File: src/logic/rv_pkg.sv
package rv_pkg;

  // ========================================
  // Widths
  // ========================================
  parameter int xlen       = 32;
  parameter int reg_addr_w = 5;

  // Opcode field values of the kept subset
  typedef enum logic [6:0] {
    op_alu_reg = 7'b0110011,
    op_alu_imm = 7'b0010011,
    op_load    = 7'b0000011,
    op_store   = 7'b0100011,
    op_branch  = 7'b1100011,
    op_jal     = 7'b1101111,
    op_jalr    = 7'b1100111,
    op_lui     = 7'b0110111,
    op_auipc   = 7'b0010111
  } opcode_e;

  typedef enum logic [3:0] {
    alu_add,
    alu_sub,
    alu_mul,
    alu_sll,
    alu_srl,
    alu_pass_b, // Operand b straight through
    alu_link,   // Result is pc + 4, always redirects
    beq,
    bne,
    blt,
    bge
  } alu_op_e;

  typedef enum logic [1:0] {
    mem_none,
    mem_load,
    mem_store
  } mem_op_e;

  // addi x0, x0, 0
  parameter logic [31:0] nop_instr = 32'h0000_0013;

  // ========================================
  // Wishbone
  // ========================================
  parameter int          wb_sel_w   = 4;
  parameter logic [3:0]  wb_sel_all = 4'hf; // Word access only

endpackage

File: src/logic/register_file.sv
`timescale 1ns/1ps

module register_file (
  input  logic                          clock,
  input  logic                          reset,
  input  logic [rv_pkg::reg_addr_w-1:0] rs1,
  input  logic [rv_pkg::reg_addr_w-1:0] rs2,
  input  logic [rv_pkg::reg_addr_w-1:0] wb_rd,
  input  logic [rv_pkg::xlen-1:0]       wb_value,
  input  logic                          wb_reg_write,
  output logic [rv_pkg::xlen-1:0]       rs1_val,
  output logic [rv_pkg::xlen-1:0]       rs2_val
);

  logic [rv_pkg::xlen-1:0] regs [1:31]; // x0 is not stored

  always_ff @(posedge clock or posedge reset) begin
    if (reset) begin
      for (int i = 1; i < 32; i++) regs[i] <= '0;
    end else if (wb_reg_write && wb_rd != '0) begin
      regs[wb_rd] <= wb_value;
    end
  end

  // Same-cycle write is visible to the reader
  assign rs1_val = (rs1 == '0) ? '0 :
                   (wb_reg_write && wb_rd == rs1) ? wb_value : regs[rs1];
  assign rs2_val = (rs2 == '0) ? '0 :
                   (wb_reg_write && wb_rd == rs2) ? wb_value : regs[rs2];

endmodule

File: config.mk
export PLATFORM = sky130hd
export DESIGN_NAME = register_file
export DESIGN_NICKNAME = d
export VERILOG_FILES = /design/src/logic/rv_pkg.sv /design/src/logic/register_file.sv
export SDC_FILE = /design/constraint.sdc
export NUM_CORES = 2
export LEC_CHECK = 0
export BUFFER_PORTS_ARGS = -buffer_cell sky130_fd_sc_hd__clkbuf_2
export CORE_MARGIN = 10
export CORE_UTILIZATION = 58
export DETAILED_ROUTE_END_ITERATION = 7
export PLACE_DENSITY = 0.78
export SKIP_CTS_REPAIR_TIMING = 1
export SYNTH_ARGS = -nofsm -noshare
export SYNTH_HDL_FRONTEND = slang
export SYNTH_SLANG_ARGS = --single-unit
File: constraint.sdc
create_clock -name clock -period 29.4 [get_ports clock]
set_clock_uncertainty 0.15 [all_clocks]
set_input_delay 0 -clock clock [delete_from_list [all_inputs] [get_ports clock]]
set_output_delay 0 -clock clock [all_outputs]
set_load 0.02 [all_outputs]
# After elaboration in Yosys (flattened, before gate mapping)
# Cells that the tools add are included.
# word_totals
wordCells,60
reg_bits,992
output_inout_bits,64
input_bits,50
# op_classes
order_cmp,4
bitwise_logic,3
n_reduce_logical,7
n_eq_ne,2
n_mux,13
# ops
operator,count
$bwmux 992,1
$bmux 32 s5,2
$mux 32,9
$demux 32 s5,1
$ge 6x6->1 const B,3
$not 5->6,3
$eq 5x5->1,2
$logic_not 5->1,2
$lt 6x1->1 const B,1
$reduce_bool 5->1,1
$logic_and 1x1->1,4

# Logic depth before layout (Yosys ltp)
# depth
word_depth,6
depth_mapped,9
mapped_depth_nobuf,5

# Least setup slack after synthesis
# No wires, ideal clock.
# synth_path
path_kind,input-to-output
start,in rs1[4] in the netlist's numbering
end,out rs1_val[17] in the netlist's numbering
setup_slack_ps,27443
t_required_ps,29250
t_arrival_ps,1807
cell_stages,8
path_buffers,4
cell_sequence,buf_2 -> buf_6 -> buf_6 -> inv_2 -> nand3_1 -> clkbuf_1 -> o22ai_1 -> o41ai_1
# synth_via
elab_chain_cells,6
word_cells_on_any_way,9
cone_classes,eq/ne: 1; mux: 5; bitwise: 1; reduce/logical: 2
# synth_rtl
element,line_no,text
"start, declared",register_file.sv:6,"input logic [rv_pkg::reg_addr_w-1:0] rs1,"
$not 5->6 (not written as such),register_file.sv:27,(wb_reg_write && wb_rd == rs1) ? wb_value : regs[rs1];
$bmux 32 s5,register_file.sv:27,
$mux 32 (not written as such) (2 in a row),register_file.sv:27,
$mux 32,register_file.sv:27,
$mux 32 (*),register_file.sv:26,assign rs1_val = (rs1 == '0) ? '0 :
"end, declared",register_file.sv:11,"output logic [rv_pkg::xlen-1:0] rs1_val,"
# Mark *: on every way between the ends. The rest lies on a longest branch, timed or not. The select of a mux whose other input is x is not followed.

# Worst setup path after layout
# layout_path
start,in rs1[0] in the netlist's numbering
end,out rs1_val[27] in the netlist's numbering
# Same word-level chain as after synthesis.

==> summary.md <==
| Metric | Value |
|---|---|
| Status | `finished, violations left` |
| Failing checks | `hold timing` |
| H-tree level count | `3` |
| Ys flop type | `dfrtp_1` |
| Clock latency on the worst-skew pair | `0.66 ns` |
| Vias/cell | `7.448` |
| Clk buf depth | `3` |
| Synth async-reset ratio | `1.000` |
| Die width | `325.1 um` |
| Period utilisation layout | `0.1577` |
| Final number of setup-violating endpoints | `0` |
| Slew at the pin closest to its max-slew limit | `1.240 ns` |
| Clock Sinks | `992` |
| Design Area, Final | `0.05863 mm2` |
| FF-to-FF path depth | `1` |
| Post-synthesis cell count | `3674` |
| Number of I/O port buffers | `113` |
| Initial Utilization | `0.5864` |
| Die Y | `325.1 um` |
| Final min period | `4.636 ns` |
| WP depth | `9` |
| Setup TNS | `0 ns` |
| CP endpoint | `rs1_val[27]` |
| Vias in the first global route | `37644` |
| Multi-input logic area | `0.02728 mm2` |
| Max-cap violations | `0` |
| TritonCTS clock tree | `built` |
| Wire per inst | `35.24 um` |
| Post-DRT Antenna Nets | `0` |
| Mapped cell area | `0.05400 mm2` |
| Fraction of layout cells with a size suffix above 1 | `0.5099` |
| RSZ-0062 raised after global routing | `false` |
| Sequential-to-total area share from yosys stat | `0.4597` |
| Avg Inst Size Synth | `14.70 um2` |
| Initial antenna violation count | `12` |
| Root Driver | `clkbuf_16` |
| Worst EP arrival | `4.49 ns` |
| Final Hold Fails | `113` |
| Worst path required time | `29.25 ns` |
| Drt first pass iters | `5` |
| Cell Chain, Critical Path | `buf_8, buf_4, buf_4, or3_4, o21ai_4, buf_4, o41ai_1, buf_4, clkbuf_2` |
| Synth unique cells | `60` |
| HP Class | `input port to flop` |
| Mapped Nets | `3724` |
| Worst setup SP type | `input port` |
| CP bufs+invs | `6` |
| Number of synthesized flops with an enable pin | `0` |
| Core Rows | `111` |
| Fillers | `6645` |
| Grt total ovfl | `0` |
| Cell Area, Placed | `0.05503 mm2` |
| Gr usage total | `0.3241` |
| Setup slack, reg-to-reg | `28.43 ns` |
| Remaining DRCs | `0` |
| Relative slew margins | `0.1658` |
| Top reg by flops | `regs` |
| PwrDens | `68.86 mW/mm2` |
| RePlAce Congestion | `0.8735` |
| Core Area | `0.09208 mm2` |
| Initial detailed-routing violation count | `4454` |
| Synthesized flop and latch total | `992` |
| CP Class | `input port to output pin` |
| Crit path max-delay family | `buffers and inverters` |
| Crit path launch | `rs1[0]` |
| Area growth syn-to-layout | `8.573%` |
| Biggest registers after layout | `regs x992` |
| CP Max Fanout | `61` |
| Largest net degree at the start of global routing | `157` |
| Synth warnings | `0` |
| Cell repeated most along the worst path | `buf_4` |
| Max-slew violations | `0` |
| Routed Wire Length | `173700 um` |
| Final hold slack | `-0.05314 ns` |
| NumNets Final | `3645` |
| Max incr delay on CP | `1.04 ns` |
| Clock buffer count from CTS | `100` |
| # IOs | `114` |
| Peak VDD IR | `0.05397 mV` |
| Reg2reg end | `regs[739]` |
| Worst setup EP type | `output pin` |
| First-pass GRT wire length | `256900 um` |
| Worst-path clk slew | `0.06 ns` |
| F_max | `0.2157 GHz` |
| Via count | `36702` |
| Detailed placement HPWL | `99580 um` |
| Register area | `0.02482 mm2` |
| Slowest CP cell | `o41ai_1` |
| Die footprint | `0.1057 mm2` |
| Max FFs per register | `992` |
| RR Startpoint | `regs[739]` |
| Leakage power | `25.26 nW` |
## cell families (layout without fill, tap and decap cells)
logic type	after synthesis	count (layout)	synth area share
AND/OR/NAND/NOR	311	311	0.02706
multiplexers	1618	1618	0.4222
buffers and inverters	409	410	0.03904
XOR/XNOR	10	10	0.001761
AO/OA/AOI/OAI	334	334	0.05019
flip-flops	992	992	0.4597
other	0	10	0
## through the flow
step | total power, W | hold slack, ns | setup WS [ns] | utilization | cells
2_1_floorplan | 0.002468 | -0.01530 | 1.341 | - | 3674
3_3_place_gp | 0.002655 | 0.04722 | 24.74 | 0.5976 | 4718
3_5_place_dp | 0.002697 | 0.04472 | 24.71 | 0.5976 | 4718
4_1_cts | 0.004021 | -0.6513 | 24.69 | 0.6345 | 4900
5_1_grt | 0.004181 | 0.001890 | 24.31 | 0.6366 | 4923
6_report | 0.004037 | -0.05314 | 24.76 | 0.6367 | 4928
## synthesized netlist by cell type (55+ instances only)
library cell     n  area share
mux2_2        1022        0.21
dfrtp_1        992        0.46
mux4_2         420        0.18
clkbuf_1       151       0.010
buf_2          128       0.012
mux2i_1        121       0.022
nor2_1          89      0.0062
nand2_1         78      0.0054
a221oi_1        71       0.012
nor3_1          62      0.0057
o22ai_1         59      0.0068
mux2_1          55       0.011
## worst min-delay path by stage
stage	end	cells past startpoint	from
5_1_grt	regs[634]	2	wb_value[26]
3_5_place_dp	regs[576]	2	reset
3_3_place_gp	regs[547]	2	reset
6_report	regs[363]	2	wb_value[11]
2_1_floorplan	regs[352]	1	wb_value[0]
4_1_cts	regs[547]	2	reset
## power breakdown
group / switching (W) / internal [W]
sequential: 0.000204 / 0.00163
clock: 0.000556 / 0.000779
combinational: 0.000369 / 0.000495
total: 0.00113 / 0.00291
## layer usage
metal  GRT usage  routed length [um]
met5           0                  77
met4      0.2076               12430
met3     0.08530               18970
met2      0.4925               79440
met1      0.4109               62730
## layout make-up
class | count | share of cell area
Antenna cell | 10 | 0.0004268
Clock buffer | 145 | 0.05011
Clock inverter | 37 | 0.007747
Inverter | 6 | 0.0005762
Multi-Input combinational cell | 2273 | 0.4654
Sequential cell | 992 | 0.4234
Tap cell | 1243 | 0.02653
Timing Repair Buffer | 222 | 0.02582
## cells in the final DEF, fill, tap and decap left out, types with 24 or more instances in the layout
cell,synthesis,routed
a211oi_1,44,44
a221oi_1,71,71
a22o_1,31,31
buf_4,36,90
clkbuf_1,151,24
clkbuf_16,0,105
clkbuf_2,0,106
dfrtp_1,992,992
mux2_1,55,55
mux2_2,1022,1022
mux2i_1,121,121
mux4_2,420,420
nand2_1,78,63
nand3_1,28,27
nor2_1,89,72
nor3_1,62,62
o22ai_1,59,59
(Power assumes the default switching activity.)
