==> config.mk <==
export PLATFORM = sky130hd
export DESIGN_NAME = memory_stage
export DESIGN_NICKNAME = d
export VERILOG_FILES = /design/src/logic/rv_pkg.sv /design/src/logic/memory_stage.sv
export SDC_FILE = /design/constraint.sdc
export NUM_CORES = 1
export LEC_CHECK = 0
export ABC_AREA = 1
export BUFFER_PORTS_ARGS = -buffer_cell sky130_fd_sc_hd__buf_2
export CAP_MARGIN = 0
export CORE_AREA = 2 2 100 102
export DETAILED_ROUTE_END_ITERATION = 7
export DIE_AREA = 0 0 102 104
export SETUP_SLACK_MARGIN = 0.4
export SLEW_MARGIN = 20
export SYNTH_ARGS = -nofsm -noshare
export SYNTH_HDL_FRONTEND = slang
export SYNTH_SLANG_ARGS = --single-unit
==> constraint.sdc <==
create_clock -name clock -period 1.6 [get_ports clock]
set_input_delay 0.08 -clock clock [delete_from_list [all_inputs] [get_ports clock]]
set_output_delay 0.08 -clock clock [all_outputs]
set_load 0.05 [all_outputs]
==> src/logic/rv_pkg.sv <==
package rv_pkg;

  // ========================================
  // Widths
  // ========================================
  parameter int xlen       = 32;
  parameter int reg_addr_w = 5;

  // Opcode field values of the kept subset
  typedef enum logic [6:0] {
    op_alu_reg = 7'b0110011,
    op_alu_imm = 7'b0010011,
    op_load    = 7'b0000011,
    op_store   = 7'b0100011,
    op_branch  = 7'b1100011,
    op_jal     = 7'b1101111,
    op_jalr    = 7'b1100111,
    op_lui     = 7'b0110111,
    op_auipc   = 7'b0010111
  } opcode_e;

  typedef enum logic [3:0] {
    alu_add,
    alu_sub,
    alu_mul,
    alu_sll,
    alu_srl,
    alu_pass_b, // Operand b straight through
    alu_link,   // Result is pc + 4, always redirects
    beq,
    bne,
    blt,
    bge
  } alu_op_e;

  typedef enum logic [1:0] {
    mem_none,
    mem_load,
    mem_store
  } mem_op_e;

  // addi x0, x0, 0
  parameter logic [31:0] nop_instr = 32'h0000_0013;

  // ========================================
  // Wishbone
  // ========================================
  parameter int          wb_sel_w   = 4;
  parameter logic [3:0]  wb_sel_all = 4'hf; // Word access only

endpackage

==> src/logic/memory_stage.sv <==
`timescale 1ns/1ps

module memory_stage (
  input  logic                          clock,
  input  logic                          reset,
  input  logic [rv_pkg::reg_addr_w-1:0] ex_rd,
  input  logic [rv_pkg::xlen-1:0]       ex_result,
  input  logic [rv_pkg::xlen-1:0]       ex_store_data,
  input  rv_pkg::mem_op_e               ex_mem_op,
  input  logic                          ex_reg_write,
  input  logic [rv_pkg::xlen-1:0]       wb_dat_i,
  input  logic                          wb_ack,
  output logic                          wb_cyc,
  output logic                          wb_stb,
  output logic                          wb_we,
  output logic [rv_pkg::xlen-1:0]       wb_adr,
  output logic [rv_pkg::xlen-1:0]       wb_dat_o,
  output logic [rv_pkg::wb_sel_w-1:0]   wb_sel,
  output logic                          freeze,
  output logic [rv_pkg::reg_addr_w-1:0] mem_rd,
  output logic [rv_pkg::xlen-1:0]       mem_value,
  output logic                          mem_reg_write,
  output logic [rv_pkg::reg_addr_w-1:0] wb_rd,
  output logic [rv_pkg::xlen-1:0]       wb_value,
  output logic                          wb_reg_write
);

  typedef enum logic {idle, wait_ack} bus_state_e;

  bus_state_e state;
  logic       done;

  assign done = (state == wait_ack) && wb_ack;

  always_ff @(posedge clock or posedge reset) begin
    if (reset) begin
      state <= idle;
    end else if (state == idle && ex_mem_op != rv_pkg::mem_none) begin
      state <= wait_ack;
    end else if (done) begin
      state <= idle; // Bus drops for one cycle after the ack
    end
  end

  // Address and data come straight from EX/MEM, which is frozen meanwhile
  assign wb_cyc   = (state == wait_ack);
  assign wb_stb   = (state == wait_ack);
  assign wb_we    = (state == wait_ack) && (ex_mem_op == rv_pkg::mem_store);
  assign wb_adr   = ex_result;
  assign wb_dat_o = ex_store_data;
  assign wb_sel   = rv_pkg::wb_sel_all;

  assign freeze = (ex_mem_op != rv_pkg::mem_none) && !done;

  // Loads never reach a consumer from here, the load-use bubble sees to that
  assign mem_rd        = ex_rd;
  assign mem_value     = ex_result;
  assign mem_reg_write = ex_reg_write;

  // ========================================
  // MEM/WB register
  // ========================================
  always_ff @(posedge clock or posedge reset) begin
    if (reset) begin
      wb_reg_write <= 1'b0;
    end else if (!freeze) begin
      wb_reg_write <= ex_reg_write;
    end
  end

  always_ff @(posedge clock) begin
    if (!freeze) begin
      wb_rd    <= ex_rd;
      wb_value <= (ex_mem_op == rv_pkg::mem_load) ? wb_dat_i : ex_result;
    end
  end

endmodule

-- Word-level counts from Yosys, hierarchy flattened
Index checks and enable logic that the tools add are counted.
- muxes and demuxes: 3
- bitwise logic cells: 1
- reductions and logical operators: 7
- eq/ne operators: 2
- operator list (cell ; count):
    two-way mux 32 bit ; 1
    logical AND 1 bit ; 4
    nonzero test 2 bit ; 2
    == test 2 x 1 -> 1 bit (second input constant) ; 1
    == test 2 bit (second input constant) ; 1
    two-way mux 1 bit ; 2
    logical NOT 1 bit ; 1
    inverter 1 bit ; 1
- logic and storage cells: 17
- output and inout bits: 148
- flip-flop bits (word level): 39

-- Longest topological paths before layout
- word-level depth: 3
- depth in mapped cells: 5
- mapped depth without buffers: 4

-- Least setup slack after synthesis
Ideal clock, no wire load.
- path kind: register to output
- start point: register state (netlist: wb_cyc)
- end point: output port freeze
- path buffers: 0
- arrival time: 1.907 ns
- stages on the path, launching flop included: 4
- path slack: -0.387 ns
- data required time: 1.520 ns
- path through: dfrtp_1 > nand2_1 > o21ai_2 > inv_1
- longest elaborated chain between the ends: 3
- ends and longest elaborated chain (what ; RTL line ; source):
    from (decl) ; memory_stage.sv:30 ; bus_state_e state;
    from (signal assigned) ; memory_stage.sv:37 ; state <= idle;
    from (signal assigned) ; memory_stage.sv:39 ; state <= wait_ack;
    from (signal assigned) ; memory_stage.sv:41 ; state <= idle;
    logical AND 1 bit ; memory_stage.sv:33 ; assign done = (state == wait_ack) && wb_ack;
    logical NOT 1 bit ; memory_stage.sv:53 ; assign freeze = (ex_mem_op != rv_pkg::mem_none) && !done;
    logical AND 1 bit ; memory_stage.sv:53 ;
    to (decl) ; memory_stage.sv:19 ; output logic freeze,
Every way passes these cells.

-- Worst setup path after layout
Same ends and word-level chain as after synthesis.

==> results.tsv <==
stage	metric	value	unit
run_status	status	finished clean	
final_layout	most frequent cells in the layout	buf_2, nand2_1, edfxtp_1, nand3_1, buf_4	
timing	Least-Margin Pin Slew	632	ps
power	Clock power frac	0.242	
route	DR DRC count	0	
placed_design	routability cong.	0.678	
route	total wire length	6890	um
timing	endpoints failing setup	0	
logic_synthesis	Distinct cells, synth	13	
route	1st-iter DRT viols	49	
setup_path	Worst EP arrival	1100	ps
setup_path	r2r setup slk	450	ps
power	internal power	2000	uW
floorplan	die area	10600	um2
hold_path	hold crit path type	input pin to flip-flop	
timing	Max Clock Freq	0.844	GHz
timing	Final Skew	7.45	ps
global_route	vias in the first global route	1839	
global_route	first-pass GRT wire length	9680	um
timing	Slew Limit Headroom	0.577	
clocking	CTS tree	built	
floorplan	Core Area	9550	um2
route	routed length per placed instance	13.8	um
setup_path	worst r2r src	wb_cyc	
logic_synthesis	Synth warnings	0	
setup_path	RR Endpoint	wb_value[13]	
setup_path	CP startpoint kind	flip-flop	
setup_path	slowest stage delay, CP	440	ps
final_layout	most common cell after layout, fill and taps aside	buf_2	
route	Vias	1943	
power	Sw Ratio	0.403	
route	Via density	3.90	
power	combinational cell fraction of total power	0.381	
timing	final hold viol count	0	
hold_path	WHS Endpoint	wb_reg_write	
setup_path	worst setup path class	flip-flop to output pin	
logic_synthesis	Mapped Cells	267	
final_layout	diode count	0	
final_layout	nets@finish	471	
route	drt pass-1 iters	4	
floorplan	Die Y	104	um
clocking	Worst-path clk slew	80	ps
floorplan	Rows	36	
logic_synthesis	post-synthesis sequential area ratio	0.466	
logic_synthesis	syn avg cell area	9.33	um2
setup_path	Crit path max-delay family	flip-flops	
power	power density over the cells	1080	nW/um2
global_route	global route total overflow	0	
clocking	clock tree root driver cell	clkbuf_8	
setup_path	CP endpoint kind	output pin	
timing	RSZ-0062 raised after global routing	yes	
timing	setup TNS	0	ps
setup_path	CP max-delay cell	dfrtp_2	
placed_design	Inst Count DP	478	
final_layout	Layout fillers	1026	
global_route	GRT Total Usage	0.120	
power	P_sw	1350	uW
logic_synthesis	Seq cells post-synth	39	
run	Max Cap Viol	0	
clocking	Clock Tree Buf Depth	2	
setup_path	CP Max Fanout	4	
clocking	TritonCTS buffer count	5	
timing	Slew Limit Fails	0	
final_layout	Area Growth Syn to Fin	24.0	%
final_layout	fin cells	498	
power	LEAKAGE	0.00163	uW
clocking	CTS sink cnt	39	
timing	clock period minus worst slack	1180	ps
final_layout	layout cells sized above 1	0.578	
power	peak supply drop	0.454	mV
hold_path	hold wc startpoint	ex_reg_write	
logic_synthesis	Synth Cell Area	2490	um2
timing	post-route clock period utilization	0.740	
setup_path	CP bufs+invs	2	
power	Seq pwr share	0.377	
global_route	initial antenna violation count	0	
hold_path	Hold Path Depth	3	
clocking	Worst-Skew Late Latency	290	ps
floorplan	Ports	255	
clocking	H-tree lvl count	2	
setup_path	Worst Path Required	1520	ps
setup_path	Reg2Reg Depth	4	
route	Final ANT Viol Nets	0	
floorplan	Die Span X	102	um
setup_path	critical-path cell list	nand2_4 -> o21ai_4 -> inv_2 -> buf_8	
global_route	pin count of the biggest net entering global routing	33	
placed_design	Post-DP HPWL	5460	um
floorplan	starting density of the core	0.261	
placed_design	count of input and output buffers	186	
[through the flow]
| step | instance area [um2] | hold slack, ps | utilization | power [uW] | setup WS, ps |
|---|---|---|---|---|---|
| after detailed placement | 2820 | -60.5 | 0.295 | 2510 | 301 |
| after global placement | 2820 | -70.0 | 0.295 | 2500 | 321 |
| after global routing | 3090 | 20.2 | 0.324 | 3510 | 354 |
| after CTS | 3050 | 16.4 | 0.319 | 3380 | 378 |
| final | 3090 | 16.2 | 0.324 | 3350 | 416 |
| after floorplan | 2530 | -179 | - | 2520 | 232 |
[flip-flops by register name, summed over array words and instances (netlist names)]
name / count
wb_cyc: 1
wb_rd: 5
wb_value: 32
wb_reg_write: 1
[logic make-up (layout without fill, tap and decap cells)]
| group | Yosys count | in the layout | synth area share |
|---|---|---|---|
| buffers and inverters | 122 | 217 | 0.354 |
| AO/OA/AOI/OAI | 2 | 2 | 0.00552 |
| other | 1 | 4 | 0.00150 |
| flip-flops | 39 | 39 | 0.466 |
| AND/OR/NAND/NOR | 103 | 103 | 0.173 |
[routing by layer]
metal,GRT usage,part of all wire,vias up
met4,0.0457,0.026,0
met1,0.112,0.33,850
met3,0.0309,0.087,21
met5,0,0,-
li1,-,-,943
met2,0.238,0.55,129
[cell usage after synthesis]
cell type,instances,area [um2]
buf_4,111,833
nand2_1,68,255
edfxtp_1,37,1110
nand3_1,33,165
buf_2,6,30.0
inv_1,4,15.0
dfrtp_1,2,50.1
conb_1,1,3.75
inv_2,1,3.75
nand2_2,1,6.26
nor3_1,1,5.00
o21ai_0,1,5.00
o21ai_2,1,8.76
[worst register-to-register path: cells and delay by family (launching register included)]
kind	cells	cell delay [ps]
AOI/OAI and AO/OA	1	100
and+or+nand+nor	1	60
DFF	1	400
buffers and inverters	2	300
[cell type report]
| cell class | instances | area (um2) | share of cell area |
|---|---|---|---|
| timing repair buffer | 204 | 1150 | 0.372 |
| clock buffer | 5 | 68.8 | 0.0223 |
| multi-input combinational | 109 | 487 | 0.157 |
| inverter | 5 | 18.8 | 0.00607 |
| clock inverter | 3 | 38.8 | 0.0125 |
| tap | 133 | 166 | 0.0538 |
| sequential | 39 | 1160 | 0.376 |
[power by group through the flow]
stage	logic [uW]	registers (uW)	clock network, uW
floorplan	890	1630	0
global placement	1220	1290	0
detailed placement	1220	1290	0
CTS	1270	1270	851
global route	1340	1270	893
finish	1280	1260	813
[how the worst max path moves through the flow]
stage                            start      endpoint  slack [ps]  depth (start not counted)
final                           wb_cyc        freeze         420                          4
after CTS                       wb_cyc        freeze         380                          4
after detailed placement  ex_mem_op[0]      wb_rd[0]         300                          3
after global placement    ex_mem_op[0]  wb_value[11]         320                          3
after floorplan                 wb_cyc      wb_rd[0]         230                          2
after global routing            wb_cyc        freeze         350                          4
[timing repair]
item / in CTS / in global routing
setup endpoints to repair: 29 / 20
cloned: 0 / 1
setup buffers: 4 / 0
hold buffers: 7 / 0
gates resized for setup: 4 / 3
hold endpoints to repair: 8 / 0
pin swaps: 1 / 0
Power figures use the tool's default switching activity.
