## config.mk

```make
export PLATFORM = sky130hd
export DESIGN_NAME = execute_stage
export DESIGN_NICKNAME = d
export VERILOG_FILES = /design/src/logic/rv_pkg.sv /design/src/logic/execute_stage.sv
export SDC_FILE = /design/constraint.sdc
export NUM_CORES = 2
export LEC_CHECK = 0
export BUFFER_PORTS_ARGS = -buffer_cell sky130_fd_sc_hd__buf_2
export CORE_UTILIZATION = 48
export CTS_CLUSTER_SIZE = 24
export DETAILED_ROUTE_END_ITERATION = 16
export GPL_TIMING_DRIVEN = 0
export PLACE_DENSITY = 0.67
export SETUP_SLACK_MARGIN = 0.2
export SYNTH_ARGS = -nofsm -noshare
export SYNTH_HDL_FRONTEND = slang
export SYNTH_SLANG_ARGS = --single-unit
```

## constraint.sdc

```tcl
create_clock -name clock -period 11.5 [get_ports clock]
set_clock_uncertainty 0.1 [all_clocks]
set_input_delay 2.875 -clock clock [delete_from_list [all_inputs] [get_ports clock]]
set_output_delay 2.875 -clock clock [all_outputs]
set_load 0.01 [all_outputs]
```

## src/logic/rv_pkg.sv

```systemverilog
package rv_pkg;

  // ========================================
  // Widths
  // ========================================
  parameter int xlen       = 32;
  parameter int reg_addr_w = 5;

  // Opcode field values of the kept subset
  typedef enum logic [6:0] {
    op_alu_reg = 7'b0110011,
    op_alu_imm = 7'b0010011,
    op_load    = 7'b0000011,
    op_store   = 7'b0100011,
    op_branch  = 7'b1100011,
    op_jal     = 7'b1101111,
    op_jalr    = 7'b1100111,
    op_lui     = 7'b0110111,
    op_auipc   = 7'b0010111
  } opcode_e;

  typedef enum logic [3:0] {
    alu_add,
    alu_sub,
    alu_mul,
    alu_sll,
    alu_srl,
    alu_pass_b, // Operand b straight through
    alu_link,   // Result is pc + 4, always redirects
    beq,
    bne,
    blt,
    bge
  } alu_op_e;

  typedef enum logic [1:0] {
    mem_none,
    mem_load,
    mem_store
  } mem_op_e;

  // addi x0, x0, 0
  parameter logic [31:0] nop_instr = 32'h0000_0013;

  // ========================================
  // Wishbone
  // ========================================
  parameter int          wb_sel_w   = 4;
  parameter logic [3:0]  wb_sel_all = 4'hf; // Word access only

endpackage

```

## src/logic/execute_stage.sv

```systemverilog
`timescale 1ns/1ps

module execute_stage (
  input  logic                          clock,
  input  logic                          reset,
  input  logic                          freeze,
  input  logic [rv_pkg::xlen-1:0]       id_pc,
  input  logic [rv_pkg::xlen-1:0]       id_rs1_val,
  input  logic [rv_pkg::xlen-1:0]       id_rs2_val,
  input  logic [rv_pkg::reg_addr_w-1:0] id_rs1,
  input  logic [rv_pkg::reg_addr_w-1:0] id_rs2,
  input  logic [rv_pkg::reg_addr_w-1:0] id_rd,
  input  logic [rv_pkg::xlen-1:0]       id_imm,
  input  rv_pkg::alu_op_e               id_alu_op,
  input  rv_pkg::mem_op_e               id_mem_op,
  input  logic                          id_reg_write,
  input  logic                          id_uses_imm,
  input  logic [rv_pkg::reg_addr_w-1:0] mem_rd,
  input  logic [rv_pkg::xlen-1:0]       mem_value,
  input  logic                          mem_reg_write,
  input  logic [rv_pkg::reg_addr_w-1:0] wb_rd,
  input  logic [rv_pkg::xlen-1:0]       wb_value,
  input  logic                          wb_reg_write,
  output logic                          redirect,
  output logic [rv_pkg::xlen-1:0]       redirect_pc,
  output logic [rv_pkg::reg_addr_w-1:0] ex_rd,
  output logic [rv_pkg::xlen-1:0]       ex_result,
  output logic [rv_pkg::xlen-1:0]       ex_store_data,
  output rv_pkg::mem_op_e               ex_mem_op,
  output logic                          ex_reg_write
);

  logic [rv_pkg::xlen-1:0] a, b, op_b, result, jump_pc;
  logic                    taken;

  // ========================================
  // Forwarding, nearest producer first
  // ========================================
  always_comb begin
    if (mem_reg_write && mem_rd != '0 && mem_rd == id_rs1) a = mem_value;
    else if (wb_reg_write && wb_rd != '0 && wb_rd == id_rs1) a = wb_value;
    else a = id_rs1_val;
    if (mem_reg_write && mem_rd != '0 && mem_rd == id_rs2) b = mem_value;
    else if (wb_reg_write && wb_rd != '0 && wb_rd == id_rs2) b = wb_value;
    else b = id_rs2_val;
  end

  assign op_b    = id_uses_imm ? id_imm : b;
  assign jump_pc = (a + id_imm) & ~32'd1; // JAL arrives with a zero base

  always_comb begin
    result = '0;
    taken  = 1'b0;
    case (id_alu_op)
      rv_pkg::alu_add:    result = a + op_b;
      rv_pkg::alu_sub:    result = a - op_b;
      rv_pkg::alu_mul:    result = a * op_b;
      rv_pkg::alu_sll:    result = a << op_b[4:0];
      rv_pkg::alu_srl:    result = a >> op_b[4:0];
      rv_pkg::alu_pass_b: result = op_b;
      rv_pkg::alu_link:   result = id_pc + 32'd4;
      rv_pkg::beq:        taken  = (a == b);
      rv_pkg::bne:        taken  = (a != b);
      rv_pkg::blt:        taken  = ($signed(a) < $signed(b));
      rv_pkg::bge:        taken  = ($signed(a) >= $signed(b));
      default:            result = '0;
    endcase
  end

  assign redirect    = taken || (id_alu_op == rv_pkg::alu_link);
  assign redirect_pc = taken ? id_pc + id_imm : jump_pc;

  always_ff @(posedge clock or posedge reset) begin
    if (reset) begin
      ex_mem_op    <= rv_pkg::mem_none;
      ex_reg_write <= 1'b0;
      ex_rd        <= '0;
    end else if (!freeze) begin
      ex_mem_op    <= id_mem_op;
      ex_reg_write <= id_reg_write;
      ex_rd        <= id_rd;
    end
  end

  always_ff @(posedge clock) begin
    if (!freeze) begin
      ex_result     <= result;
      ex_store_data <= b; // Forwarded rs2, before the immediate mux
    end
  end

endmodule

```

# [Word level (Yosys, flattened, before mapping)]
# Cells that the tools add are included.
[classes] n_addsub=5 mul=1 div=0 n_lt_le_gt_ge=2 eq_ne=16 n_shift=2 muxes=8 bitwise_logic=0 n_reduce_logical=10
[op_table] op="case mux 32 bit (7 select lines)" n=1
[op_table] op="2-to-1 mux 32 bit" n=6
[op_table] op="adder 32 bit" n=3
[op_table] op="adder 32 x 3 -> 32 bit, second input constant" n=1
[op_table] op="== test 32 bit" n=1
[op_table] op=">= comparator 32 bit" n=1
[op_table] op="less-than comparator 32 bit" n=1
[op_table] op="multiplier 32 x 32 -> 32 bit" n=1
[op_table] op="!= test 32 bit" n=1
[op_table] op="<< shifter 32 x 5 -> 32 bit" n=1
[op_table] op=">> shifter 32 x 5 -> 32 bit" n=1
[op_table] op="subtractor 32 bit" n=1
[op_table] op="== test 5 bit" n=4
[op_table] op="== test 4 x 3 -> 1 bit, second input constant" n=4
[op_table] op="== test 4 bit, second input constant" n=3
[op_table] op="nonzero test 5 bit" n=2
[op_table] op="== test 4 x 2 -> 1 bit, second input constant" n=2
[op_table] op="logical AND 1 bit" n=6
[op_table] op="== test 4 x 1 -> 1 bit, second input constant" n=1
[op_table] op="logical NOT 4 bit" n=1
[op_table] op="case mux 1 bit (4 select lines)" n=1
[op_table] op="logical OR 1 bit" n=1
[word_totals] ff_bits=72 latch_bits=0 mem_bits_rw=0 rom_bits=0 inputBits=230 out_inout_bits=105 wordCells=49 mem_count=0

# [Logic depth before layout (Yosys ltp)]
[depth] ltp_word=8 mapped_depth=39

# [Worst setup path before layout]
# OpenSTA, ideal clock, no wires.
[synth_timing] kind="input to register" from="input port mem_rd[3] (netlist name)" to="register ex_result[31] (netlist name) (data pin)" arrival_ns=12.049 slack_ns=-0.920 stages=36 cell_sequence="or4_4 > o2111ai_4 > buf_6 > buf_6 > nor3_1 > a31oi_2 > a21o_1 > buf_2 > clkbuf_1 > clkbuf_1 > buf_1 > nand2_1 > fa_1 > inv_1 > fa_1 > inv_1 > fa_1 > inv_1 > fa_1 > fa_1 > inv_1 > fa_1 > fa_1 > fa_1 > xor2_1 > xnor2_1 > xnor2_1 > xnor2_1 > xnor2_1 > xnor3_1 > xnor3_1 > xnor3_1 > xnor3_1 > nor4_1 > nor4_1 > o211ai_2"
[synth_via] elab_chain_cells=7
[synth_rtl] element="start: declaration" line_no="execute_stage.sv:18" rtl="input logic [rv_pkg::reg_addr_w-1:0] mem_rd,"
[synth_rtl] element="nonzero test 5 bit" line_no="execute_stage.sv:43" rtl="if (mem_reg_write && mem_rd != '0 && mem_rd == id_rs2) b = mem_value;"
[synth_rtl] element="logical AND 1 bit" line_no="execute_stage.sv:43"
[synth_rtl] element="logical AND 1 bit *" line_no="execute_stage.sv:43"
[synth_rtl] element="2-to-1 mux 32 bit *" line_no="execute_stage.sv:43"
[synth_rtl] element="net b (one bit)" line_no="execute_stage.sv:33" rtl="logic [rv_pkg::xlen-1:0] a, b, op_b, result, jump_pc;"
[synth_rtl] element="2-to-1 mux 32 bit *" line_no="execute_stage.sv:48" rtl="assign op_b = id_uses_imm ? id_imm : b;"
[synth_rtl] element="multiplier 32 x 32 -> 32 bit (tied with other cells)" line_no="execute_stage.sv:57" rtl="rv_pkg::alu_mul: result = a * op_b;"
[synth_rtl] element="case mux 32 bit (7 select lines) *" line_no="execute_stage.sv:54" rtl="case (id_alu_op)"
[synth_rtl] element="net result (one bit)" line_no="execute_stage.sv:33"
[synth_rtl] element="end signal: assignment" line_no="execute_stage.sv:87" rtl="ex_result <= result;"
[synth_rtl] element="end: declaration" line_no="execute_stage.sv:27" rtl="output logic [rv_pkg::xlen-1:0] ex_result,"
# Mark *: on every way through the listed nets, which the timed path passes. The rest lies on a longest branch.
# A chain may end at the register's enable or synchronous reset.

# [Worst setup path in the final report]
[layout_timing] from="input port mem_rd[3] (netlist name)" to="register ex_result[31] (netlist name) (data pin)"
[layout_via] elab_chain_cells=7
[layout_rtl] element="nonzero test 5 bit" line_no="execute_stage.sv:40, execute_stage.sv:43"
[layout_rtl] element="logical AND 1 bit" line_no="execute_stage.sv:40, execute_stage.sv:43"
[layout_rtl] element="logical AND 1 bit" line_no="execute_stage.sv:43"
[layout_rtl] element="2-to-1 mux 32 bit" line_no="execute_stage.sv:43"
[layout_rtl] element="2-to-1 mux 32 bit" line_no="execute_stage.sv:48"
[layout_rtl] element="multiplier 32 x 32 -> 32 bit (tied with other cells)" line_no="execute_stage.sv:57"
[layout_rtl] element="case mux 32 bit (7 select lines) *" line_no="execute_stage.sv:54"
[layout_rtl] element="net result (one bit)" line_no="execute_stage.sv:33"
# Marked as above.

==> flow_summary_export.csv <==
group,metric,value,unit
worst_setup_path,crit_fanout,10,
sta,period_share,1.05,
worst_setup_path,slowest_delay,0.79,ns
worst_setup_path,crit_top_cell,"fa_1",
final_layout,final_layout_size_suffix_gt1_frac,0.231,
yosys,yosysTopAreaCellShare,0.267,
final_layout,register_area,2120,um2
global_routing,busiest_layer,"met2",
yosys,synthesis.area,30800,um2
global_routing,grt_pass1_vias,32600,
global_routing,antenna_found_initial,27,
final_layout,multi_input_area,27300,um2
worst_hold_path,hold_path.startpoint,"ex_rd[3]$_DFFE_PP0N_",
final_layout,layout.nets,5170,
yosys,synth_top_cell_by_area,"fa_1",
global_routing,grt_pass1_wl,236000,um
route,routed_wl,167000,um
route,drcViolationCount,0,
sta,timing.final.hold_violations,0,
route,vias,33900,
cts,tritoncts,"done",
sta,rsz0062_at_grt,"yes",
global_routing,grt.total_usage,0.505,
yosys,yosys-top-cells-area,"fa_1 27%, ha_1 10%, edfxtp_1 6.2%, nor2_1 5.8%, inv_1 5.6%",
yosys,postSynthCellCount,3798,
global_routing,met1_usage,0.637,
floorplanning,die_area,65200,um2
sta,period_needed,12.10,ns
final_layout,post-route-util,0.593,
worst_setup_path,rr_endpoint,"ex_rd[2]$_DFFE_PP0N_",
global_routing,met2_usage,0.713,
yosys,synth_seq_area_share,0.0689,
floorplanning,pin_count,335,
worst_setup_path,crit_slowest_cell,"buf_1",
yosys,ys_seq_elements,72,
worst_setup_path,startpoint_type,"input port",
yosys,synth_nets,4690,
floorplanning,start_util,0.488,
floorplanning,core-area,63200,um2
worst_setup_path,critical_path.endpoint_type,"register",
placement,gp_congestion,1.11,
cts,clkTransAtPathRegs,0.08,ns
sta,setup_violations,40,
cts,holdBufCountCts,0,
worst_hold_path,hold_path_depth,1,
sta,finalSetupTns,-7.93,ns
global_routing,use_met3,0.207,
worst_hold_path,hold_end,"ex_rd[3]$_DFFE_PP0N_",
floorplanning,rows,92,
cts,ctsRootBufferMaster,"clkbuf_16",
route,antenna_left,0,
worst_setup_path,reg2regPathDepth,1,
sta,worst_pin_slew,1.50,ns
route,first_pass_iters,9,
yosys,yosys_warnings,0,
worst_hold_path,hold_class,"register to register",
sta,fmaxAchievable,82.7,MHz
final_layout,layout.cells.most_common,"nor2_1",
yosys,synthFlopType,"edfxtp_1",
yosys,synth_edf_count,64,
route,detail_route.iter0.violations,4614,
cts,clk_path_buf_depth,2,
job,maxCapViolations,1,
cts,h-tree-depth,3,
cts,cts_buffers,9,
yosys,synthDistinctLibCells,106,
final_layout,areaGrowthSynthToFinish,21.7,%
yosys,async_flop_share,0.111,
route,post_drt_via_cell_ratio,6.58,
floorplanning,die_w,255,um
route,wl_per_cell,32.5,um
worst_setup_path,cp.arrival,12.11,ns
final_layout,nFillCells,5721,
yosys,avgSynthCellArea,8.11,um2
run_status,outcome,"finished, violations left",
sta,setup_slack,-0.597,ns
cts,clock_latency,0.39,ns
sta,slew_viol_final,1,
global_routing,grt_max_degree,34,
cts,numClockSinks,72,
sta,slew_headroom,-0.000276,
final_layout,final_cell_mix,"461 x nor2_1, 448 x inv_1, 397 x fa_1, 350 x buf_2, 320 x nand2_1",
worst_setup_path,required,11.52,ns
floorplanning,die_h,255,um
global_routing,grt_overflow_total,0,
worst_setup_path,critical_path_class,"input port to register",
placement,hpwl,130000,um
placement,port_buffers,328,
worst_setup_path,ff2ff_setup_slack,10.63,ns
worst_setup_path,timing.rr.start,"ex_rd[2]$_DFFE_PP0N_",
run_status,violations,"capacitance limit, slew limit, setup timing",
## per-layer routing
metal	part of all wire	vias to the layer above
li1	-	13900
met1	0.37	16500
met2	0.40	2787
met3	0.15	713
met4	0.081	10
met5	0.00040	-
## registers in the layout, indices dropped and copies added (netlist names)
| name | count |
|---|---|
| ex_result | 32 |
| ex_reg_write | 1 |
| ex_mem_op | 2 |
| ex_store_data | 32 |
| ex_rd | 5 |
## area by class of cell
| cell class | instances | share of cell area |
|---|---|---|
| multi-input cells | 3030 | 0.729 |
| repair buffers | 478 | 0.0796 |
| flip-flops and latches | 72 | 0.0566 |
| inverters | 477 | 0.0493 |
| plain buffers | 210 | 0.0478 |
| well taps | 846 | 0.0282 |
| clock buffers | 9 | 0.00601 |
| clock inverters | 7 | 0.00164 |
| diodes | 24 | 0.00160 |
## cell families after synthesis
kind of cell,after synthesis,synth area share
buf+inv,696,0.0916
mux,163,0.0558
fa+ha+maj,662,0.369
xor+xnor,220,0.0657
compound gates,797,0.177
simple gates,1188,0.172
flops,72,0.0689
## what timing repair did
action	4_1_cts	5_1_grt
resized for setup	444	83
pin swaps	110	82
gates cloned	2	0
setup endpoints to repair	56	54
buffers inserted	127	15
## critical path: cells and delay by family
| family | cells | cell delay, ns |
|---|---|---|
| fa+ha+maj | 8 | 3.48 |
| xor+xnor | 9 | 2.03 |
| buf+inv | 7 | 1.84 |
| simple gates | 5 | 1.23 |
| compound gates | 3 | 0.61 |
## worst max path at each step
stage	startpoint	endpoint	depth (start not counted)
3_5_place_dp	id_uses_imm	ex_result[31]$_DFFE_PN_	31
6_report	mem_rd[3]	ex_result[31]$_DFFE_PN_	32
4_1_cts	mem_rd[3]	ex_result[31]$_DFFE_PN_	32
2_1_floorplan	mem_rd[0]	ex_result[31]$_DFFE_PN_	33
3_3_place_gp	wb_rd[3]	ex_result[31]$_DFFE_PN_	36
5_1_grt	mem_rd[3]	ex_result[31]$_DFFE_PN_	38
## through the flow
stage / setup WS (ns) / cells / hold WS, ns / cell area, um2
floorplan: 0.0992 / 3798 / 0.450 / 31100
global placement: -2.63 / 4972 / 0.386 / 33800
detailed placement: -2.25 / 4978 / 0.390 / 33900
CTS: -0.534 / 5114 / 0.411 / 37000
global route: -0.709 / 5138 / 0.435 / 37500
finish: -0.597 / 5153 / 0.409 / 37500
## cell usage after synthesis (63+ instances only)
library cell and number:
xnor2_1 150, nor3_1 63, a21o_1 81, clkbuf_1 127, ha_1 251, edfxtp_1 64
nand2_1 323, nor2_1 478, mux2i_1 112, nand3_1 76, inv_1 461, a21oi_1 147
xor2_1 63, fa_1 411, o21ai_0 177
Power is left out: the tool's default activity adds up to more than one toggle a clock period on the data nets, which glitch-free logic cannot reach.
